===== src/lsq_pkg.sv =====
package lsq_pkg;

    // ------------------------------
    // field widths
    // ------------------------------
    localparam int SET_W  = 6;
    localparam int WAY_W  = 2;
    localparam int WBUF_W = 3;
    localparam int CHAN_W = 3;

    typedef logic [SET_W-1:0]       set_t;
    typedef logic [WAY_W-1:0]       way_t;
    typedef logic [WBUF_W-1:0]      wbuf_t;
    typedef logic [WAY_W+SET_W-1:0] nline_t;  // {way, set}
    typedef logic [CHAN_W-1:0]      chan_t;   // one-hot

    typedef enum logic [2:0]
    {
        OP_LOAD         = 3'd0,
        OP_STORE        = 3'd1,
        OP_RAE          = 3'd2,  // read, allocate, evict
        OP_WAE          = 3'd3,  // write, allocate, evict
        OP_LOAD_REFILL  = 3'd4,
        OP_STORE_REFILL = 3'd5,
        OP_WB           = 3'd6
    } cache_op_e;

    // ------------------------------
    // request formats
    // ------------------------------
    typedef struct packed
    {
        chan_t     chan;
        cache_op_e op;
        set_t      set;
        way_t      way;
        wbuf_t     wbuf;
    } lsq_req_t;

    typedef struct packed
    {
        chan_t     chan;
        cache_op_e op;
        nline_t    id;
        wbuf_t     wbuf;
    } up_req_t;

    typedef struct packed
    {
        nline_t id;
    } crdt_t;

    function automatic logic is_evict(cache_op_e op);
        return (op == OP_RAE) || (op == OP_WAE);
    endfunction

    // second phase of an evicting op
    function automatic cache_op_e refill_of(cache_op_e op);
        return (op == OP_RAE) ? OP_LOAD_REFILL : OP_STORE_REFILL;
    endfunction

endpackage


===== src/lsq_alloc.sv =====
`timescale 1ns/1ps

module lsq_alloc
    import lsq_pkg::*;
#(
    parameter int LSQ_DEPTH = 4
)
(
    input  logic                 clk,
    input  logic                 arst_n,

    input  logic                 up_valid,
    output logic                 up_ready,
    input  up_req_t              up_req,

    input  logic [LSQ_DEPTH-1:0] busy,
    input  nline_t               refill_id,

    output logic [LSQ_DEPTH-1:0] enq_sel,
    output lsq_req_t             enq_req,
    output set_t                 refill_set,
    output way_t                 refill_way
);

    logic [LSQ_DEPTH-1:0] free;
    logic [LSQ_DEPTH-1:0] first_free;
    logic                 up_hsk;

    // ------------------------------
    // slot choice
    // ------------------------------
    assign free       = ~busy;
    assign first_free = free & (~free + 1'b1);  // lowest set bit
    assign up_ready   = |free;
    assign up_hsk     = up_valid && up_ready;
    assign enq_sel    = up_hsk ? first_free : '0;

    // ------------------------------
    // line id split
    // ------------------------------
    always_comb
    begin
        enq_req.chan = up_req.chan;
        enq_req.op   = up_req.op;
        enq_req.set  = up_req.id[SET_W-1:0];
        enq_req.way  = up_req.id[SET_W +: WAY_W];
        enq_req.wbuf = up_req.wbuf;
    end

    assign refill_set = refill_id[SET_W-1:0];
    assign refill_way = refill_id[SET_W +: WAY_W];

endmodule


===== src/lsq_entry.sv =====
`timescale 1ns/1ps

module lsq_entry
    import lsq_pkg::*;
(
    input  logic     clk,
    input  logic     arst_n,

    input  logic     enq,
    input  lsq_req_t enq_req,
    input  logic     enq_inflight,

    input  logic     refill_valid,
    input  set_t     refill_set,
    input  way_t     refill_way,

    input  logic     deq_grant,

    output logic     busy,
    output logic     deq_valid,
    output lsq_req_t deq_req
);

    logic     vld;
    logic     inflight;
    lsq_req_t ent;
    logic     enq_hit;
    logic     ent_hit;
    logic     evict;

    // refill matching the incoming or the held line
    assign enq_hit = refill_valid && (refill_set == enq_req.set) && (refill_way == enq_req.way);
    assign ent_hit = refill_valid && (refill_set == ent.set) && (refill_way == ent.way);
    assign evict   = is_evict(ent.op);

    // ------------------------------
    // control
    // ------------------------------
    always_ff @(posedge clk or negedge arst_n)
    begin
        if (!arst_n)
        begin
            vld <= 1'b0;
        end
        else if (enq)
        begin
            vld <= 1'b1;
        end
        else if (deq_grant && !evict)
        begin
            vld <= 1'b0;  // evicting ops stay for the refill phase
        end
    end

    always_ff @(posedge clk or negedge arst_n)
    begin
        if (!arst_n)
        begin
            inflight <= 1'b0;
        end
        else if (enq)
        begin
            inflight <= enq_inflight && !enq_hit;
        end
        else if (ent_hit)
        begin
            inflight <= 1'b0;
        end
    end

    // ------------------------------
    // payload
    // ------------------------------
    always_ff @(posedge clk)
    begin
        if (enq)
        begin
            ent <= enq_req;
        end
        else if (deq_grant && evict)
        begin
            ent.op <= refill_of(ent.op);  // writeback done, refill next
        end
    end

    assign busy      = vld;
    assign deq_valid = vld && !inflight;

    always_comb
    begin
        deq_req = ent;
        if (evict)
        begin
            deq_req.op = OP_WB;
        end
    end

endmodule


===== src/lsq_issue.sv =====
`timescale 1ns/1ps

module lsq_issue
    import lsq_pkg::*;
#(
    parameter int LSQ_DEPTH = 4
)
(
    input  logic                 clk,
    input  logic                 arst_n,

    input  logic [LSQ_DEPTH-1:0] enq_sel,
    input  logic [LSQ_DEPTH-1:0] busy,
    input  logic [LSQ_DEPTH-1:0] deq_valid,
    input  lsq_req_t             deq_req [LSQ_DEPTH],

    output logic [LSQ_DEPTH-1:0] deq_grant,

    output logic                 rc_valid,
    input  logic                 rc_ready,
    output lsq_req_t             rc_req,

    output logic                 crdt_valid,
    output crdt_t                crdt,
    output logic                 refill_confirm
);

    localparam int IDX_W = (LSQ_DEPTH > 1) ? $clog2(LSQ_DEPTH) : 1;

    logic [LSQ_DEPTH-1:0] older [LSQ_DEPTH];  // older[i][j] set when slot i came before j
    logic [LSQ_DEPTH-1:0] sel;
    logic [IDX_W-1:0]     gnt_idx;
    logic                 real_issue;

    // ------------------------------
    // age matrix
    // ------------------------------
    always_ff @(posedge clk or negedge arst_n)
    begin
        if (!arst_n)
        begin
            for (int i = 0; i < LSQ_DEPTH; i++)
            begin
                older[i] <= '0;
            end
        end
        else
        begin
            for (int k = 0; k < LSQ_DEPTH; k++)
            begin
                if (enq_sel[k])
                begin
                    older[k] <= '0;  // new slot is the youngest
                    for (int j = 0; j < LSQ_DEPTH; j++)
                    begin
                        if (j != k)
                        begin
                            older[j][k] <= busy[j];
                        end
                    end
                end
            end
        end
    end

    // oldest ready slot
    always_comb
    begin
        for (int i = 0; i < LSQ_DEPTH; i++)
        begin
            sel[i] = deq_valid[i];
            for (int j = 0; j < LSQ_DEPTH; j++)
            begin
                if (deq_valid[j] && older[j][i])
                begin
                    sel[i] = 1'b0;
                end
            end
        end
    end

    always_comb
    begin
        gnt_idx = '0;
        for (int i = 0; i < LSQ_DEPTH; i++)
        begin
            if (sel[i])
            begin
                gnt_idx = IDX_W'(i);
            end
        end
    end

    // ------------------------------
    // downstream and credit
    // ------------------------------
    assign rc_valid  = |deq_valid;
    assign rc_req    = deq_req[gnt_idx];
    assign deq_grant = sel & {LSQ_DEPTH{rc_ready}};

    assign real_issue     = rc_valid && rc_ready && (rc_req.op != OP_WB);
    assign crdt_valid     = real_issue;
    assign refill_confirm = real_issue;
    assign crdt.id        = {rc_req.way, rc_req.set};

endmodule


===== src/lsq_top.sv =====
`timescale 1ns/1ps

module lsq_top
    import lsq_pkg::*;
#(
    parameter int LSQ_DEPTH = 4
)
(
    input  logic     clk,
    input  logic     arst_n,

    input  logic     up_valid,
    output logic     up_ready,
    input  up_req_t  up_req,
    input  logic     up_inflight,

    input  logic     refill_valid,
    input  nline_t   refill_id,

    output logic     rc_valid,
    input  logic     rc_ready,
    output lsq_req_t rc_req,

    output logic     crdt_valid,
    output crdt_t    crdt,
    output logic     refill_confirm
);

    logic [LSQ_DEPTH-1:0] enq_sel;
    lsq_req_t             enq_req;
    set_t                 refill_set;
    way_t                 refill_way;
    logic [LSQ_DEPTH-1:0] busy;
    logic [LSQ_DEPTH-1:0] deq_valid;
    lsq_req_t             deq_req [LSQ_DEPTH];
    logic [LSQ_DEPTH-1:0] deq_grant;

    lsq_alloc #(
        .LSQ_DEPTH (LSQ_DEPTH)
    ) lsq_alloc_i (
        .clk        (clk),
        .arst_n     (arst_n),
        .up_valid   (up_valid),
        .up_ready   (up_ready),
        .up_req     (up_req),
        .busy       (busy),
        .refill_id  (refill_id),
        .enq_sel    (enq_sel),
        .enq_req    (enq_req),
        .refill_set (refill_set),
        .refill_way (refill_way)
    );

    // ------------------------------
    // entry array
    // ------------------------------
    for (genvar i = 0; i < LSQ_DEPTH; i++)
    begin : entry_gen
        lsq_entry lsq_entry_i (
            .clk          (clk),
            .arst_n       (arst_n),
            .enq          (enq_sel[i]),
            .enq_req      (enq_req),
            .enq_inflight (up_inflight),  // only sampled on enqueue
            .refill_valid (refill_valid),
            .refill_set   (refill_set),
            .refill_way   (refill_way),
            .deq_grant    (deq_grant[i]),
            .busy         (busy[i]),
            .deq_valid    (deq_valid[i]),
            .deq_req      (deq_req[i])
        );
    end

    lsq_issue #(
        .LSQ_DEPTH (LSQ_DEPTH)
    ) lsq_issue_i (
        .clk            (clk),
        .arst_n         (arst_n),
        .enq_sel        (enq_sel),
        .busy           (busy),
        .deq_valid      (deq_valid),
        .deq_req        (deq_req),
        .deq_grant      (deq_grant),
        .rc_valid       (rc_valid),
        .rc_ready       (rc_ready),
        .rc_req         (rc_req),
        .crdt_valid     (crdt_valid),
        .crdt           (crdt),
        .refill_confirm (refill_confirm)
    );

endmodule


===== config.mk =====
export PLATFORM = sky130hd
export DESIGN_NAME = lsq_top
export DESIGN_NICKNAME = d
export VERILOG_FILES = /design/src/lsq_pkg.sv /design/src/lsq_alloc.sv /design/src/lsq_entry.sv /design/src/lsq_issue.sv /design/src/lsq_top.sv
export SDC_FILE = /design/constraint.sdc
export NUM_CORES = 1
export LEC_CHECK = 0
export BUFFER_PORTS_ARGS = -buffer_cell sky130_fd_sc_hd__buf_2
export CORE_UTILIZATION = 40
export DETAILED_ROUTE_END_ITERATION = 8
export SLEW_MARGIN = 20
export SYNTH_ARGS = -nofsm -noshare
export SYNTH_HDL_FRONTEND = slang
export SYNTH_HIERARCHICAL = 1
export SYNTH_SLANG_ARGS = --single-unit

===== constraint.sdc =====
create_clock -name clk -period 4.5 [get_ports clk]
set_clock_uncertainty 0.15 [all_clocks]
set_input_delay 0.9 -clock clk [delete_from_list [all_inputs] [get_ports clk]]
set_output_delay 0.9 -clock clk [all_outputs]
set_load 0.05 [all_outputs]

==> key figures <==
Status
  – Status: finished clean

Place
  – GP Congestion: ~0.8
  – # placed instances: 608
  – Hpwl dp: between 7000 and 8000 um
  – PortBufs: 59
  – Post-place setup slack: a little over 900 ps

Cells and area
  – Fill cells: roughly 1.2k
  – Ant. Diodes: 0
  – Nets: approximately 480
  – Commonest non-fill, non-tap cell in the layout: edfxtp_1
  – Area growth from synthesis to layout: 3.40%
  – Ratio of cells with drive above 1 in the final layout: 21.0%
  – Most frequent cells in the layout: 68 x edfxtp_1, 59 x buf_2, 50 x xnor2_1
  – Final Non-Filler Cells: between 600 and 700

Worst setup path
  – CP Buf/Inv Count: 1
  – Worst Setup SP: entry_gen[1].lsq_entry_i/busy
  – Critical path capture point type: output port
  – R2r startpoint: entry_gen[1].lsq_entry_i/busy
  – Crit-path max FO: 38
  – Critical path start-end classification: reg -> out
  – Slowest CP cell: nor3_1
  – CP Launch Type: register
  – Cell Chain, Critical Path: nor2b_1 -> a22oi_2 -> and3_4 -> nor3_1 -> a2111oi_4 -> a31oi_1 -> buf_2
  – CP top delay family: simple AND/OR/NAND/NOR gates
  – Required time worst endpoint: 3450 ps
  – Slowest stage delay, CP: ~570 ps
  – CP arrival: 2910 ps

Clock tree
  – CTS tree: built
  – H-tree depth: 3
  – Root Buffer: clkbuf_16
  – Hold buffers post-CTS: 0
  – Reg clk slew, reported paths: 70 ps
  – Post-CTS Setup Bufs: 0
  – # clock sinks: 88
  – Clk_lat worst skew: around 330 ps
  – CTS Buffer Depth: 2
  – Resized cells post-CTS: 0
  – Clock buffer count from CTS: 9

Floorplanning
  – Die Y: around 120 um
  – Chip Width: roughly 120 um
  – Initial core utilization: between 40% and 50%
  – Row cnt: between 40 and 50
  – Total die area: 0.0135 sq mm
  – Ports: 60
  – Core area: roughly 0.013 sq mm

Power
  – Internal: around 2200 uW
  – Lkg Pwr: 0.00204 uW
  – Sw Pwr: 2070 uW
  – Clock Power Share: a little under a fifth
  – Peak VDD IR: ~460 uV
  – Pwr per Cell Area: between 700 and 800 mW/mm^2
  – Combinational share of power: between 50% and 60%
  – Sw Ratio: between 40% and 50%
  – Sequential group share of total power: 28.2%

Timing
  – Final Max Slew Viols: 0
  – Worst Tran Pin Value: 781 ps
  – Setup TNS: 0 ps
  – Final setup fails: 0
  – Final Cycle Share: 88.1%
  – Post-layout minimum cycle time: 3960 ps
  – Worst Slack Setup Final: between 500 and 600 ps
  – RSZ-0062 raised after global routing: no
  – FMAX: roughly 250 MHz
  – Rel. slew slack: between 40% and 50%
  – Final Hold Viols: 0

Routing
  – Final antenna-violating net count: 0
  – Drt wl/cell: ~16 um
  – Vias per cell: 5.00
  – Via count: approximately 3.1k
  – Final WL: 10300 um
  – Drc violations: 0
  – Initial DRC count: between 150 and 200
  – Pre-antenna DRT Iters: 4

Yosys
  – Syn Std Cell Area: about 0.0052 sq mm
  – Main combinational cell family by area after synthesis: buffers and inverters
  – Seq/Total Area, Yosys: 48.7%
  – Mapped Cells: between 400 and 500
  – Syn nets: between 500 and 600
  – Post-Synth Adder-Cell Area: 0%
  – Number of synthesized register bits: 88
  – Xor/xnor cell area share of the yosys netlist: between 10% and 20%
  – Multiplexer area fraction after synthesis: 3.83%
  – Yosys warnings: 6
  – Syn avg cell area: 10.9 sq um
  – Synth cell types: 46
  – Synth Area in Compound Gates: 9.10%
  – Synth Area in Simple Gates: about an eighth

Global route
  – Total congestion overflow: 0
  – Gr usage total: approximately 16%
  – Initial antenna violation count: 0
  – Vias in the first global route: about 3.1k
  – Largest net degree at the start of global routing: 39
  – First-pass GRT wire length: 16300 um

Hold path
  – Hold crit path type: in -> async

Job
  – Total of max-cap violations: 0
==> registers in the layout (all words and copies together), names as in the netlist <==
signal and flops:
entry_gen.lsq_entry_i/busy 4, entry_gen.lsq_entry_i/ent 12, entry_gen.lsq_entry_i/deq_req 56, lsq_issue_i/older 12
entry_gen.lsq_entry_i/inflight 4
==> per-stage QoR <==
stage	area, sq um	hold slack (ps)	total power [uW]	util, %
floorplan	5260	337	3190	-
global placement	5070	386	3460	40.0
detailed placement	5070	393	3490	40.0
CTS	5400	368	4310	42.6
global route	5400	391	4520	42.6
finish	5400	357	4280	42.6
==> synthesized netlist by cell type (all sizes together) <==
cell type | n | area [sq um]
nand3 | 9 | 45.0
mux2i | 20 | 200
nor2 | 24 | 90.1
nand4 | 9 | 56.3
buf | 94 | 703
a22oi | 3 | 32.5
and2 | 9 | 56.3
a221oi | 1 | 8.76
and2b | 1 | 8.76
nor4b | 2 | 17.5
a21oi | 4 | 20.0
nor3 | 12 | 60.1
nor4 | 2 | 12.5
o21ai | 6 | 30.0
a21boi | 2 | 18.8
a31oi | 1 | 6.26
nand2 | 26 | 100
a211oi | 14 | 105
or4 | 1 | 7.51
a311oi | 1 | 8.76
o22ai | 3 | 18.8
a2111oi | 2 | 20.0
o31a | 1 | 8.76
nor2b | 7 | 43.8
and4b | 1 | 11.3
inv | 12 | 45.0
xor2 | 14 | 123
o21bai | 4 | 30.0
nor3b | 1 | 12.5
dfrtp | 20 | 500
nand2b | 14 | 87.6
edfxtp | 68 | 2040
or2 | 4 | 25.0
xnor2 | 50 | 438
and3 | 2 | 17.5
a21o | 18 | 135
a32o | 1 | 10.0
clkbuf | 12 | 45.0
o31ai | 3 | 22.5
==> cell type report <==
type,count,area [sq um],share of cell area [%]
Tap cell,172,215,3.98
Sequential cell,88,2540,47.1
Inverter,12,45.0,0.834
Timing Repair Buffer,64,333,6.16
Clock inverter,7,104,1.92
Clock buffer,9,225,4.17
Multi-Input combinational cell,272,1940,35.9
==> kinds of logic (layout without fill, tap and decap cells) <==
logic type	count (synthesis)	after routing
flip-flops	88	88
multiplexers	20	20
AND/OR/NAND/NOR	124	124
XOR/XNOR	64	64
buffers and inverters	118	92
AO/OA/AOI/OAI	64	64
==> per-layer routing <==
| layer | GRT usage (%) | wire (um) |
|---|---|---|
| met1 | 20.7 | 4610 |
| met2 | 28.1 | 5100 |
| met3 | 2.23 | 432 |
| met4 | 6.07 | 143 |
| met5 | 0 | 0 |
==> power by group through the flow <==
stage	clock network [uW]	logic, uW	registers [uW]
4_1_cts	829	2280	1200
3_3_place_gp	0	2250	1220
5_1_grt	869	2420	1230
6_report	813	2260	1210
2_1_floorplan	0	2020	1180
3_5_place_dp	0	2270	1220
==> path summary, 6_finish.rpt <==
check | end | slack (ps) | depth (start not counted)
worst max-delay path | refill_confirm | 540 | 7
max in group asynchronous | lsq_issue_i/older[4] | 3520 | 1
worst min-delay path | lsq_issue_i/older[1] | 360 | 1
worst min register to register | lsq_issue_i/older[14] | 410 | 2
worst max register to register | entry_gen[1].lsq_entry_i/ent[12] | 2060 | 7
min in group clk | lsq_issue_i/older[14] | 410 | 2
Note: power is estimated with default switching activity, not from simulation.
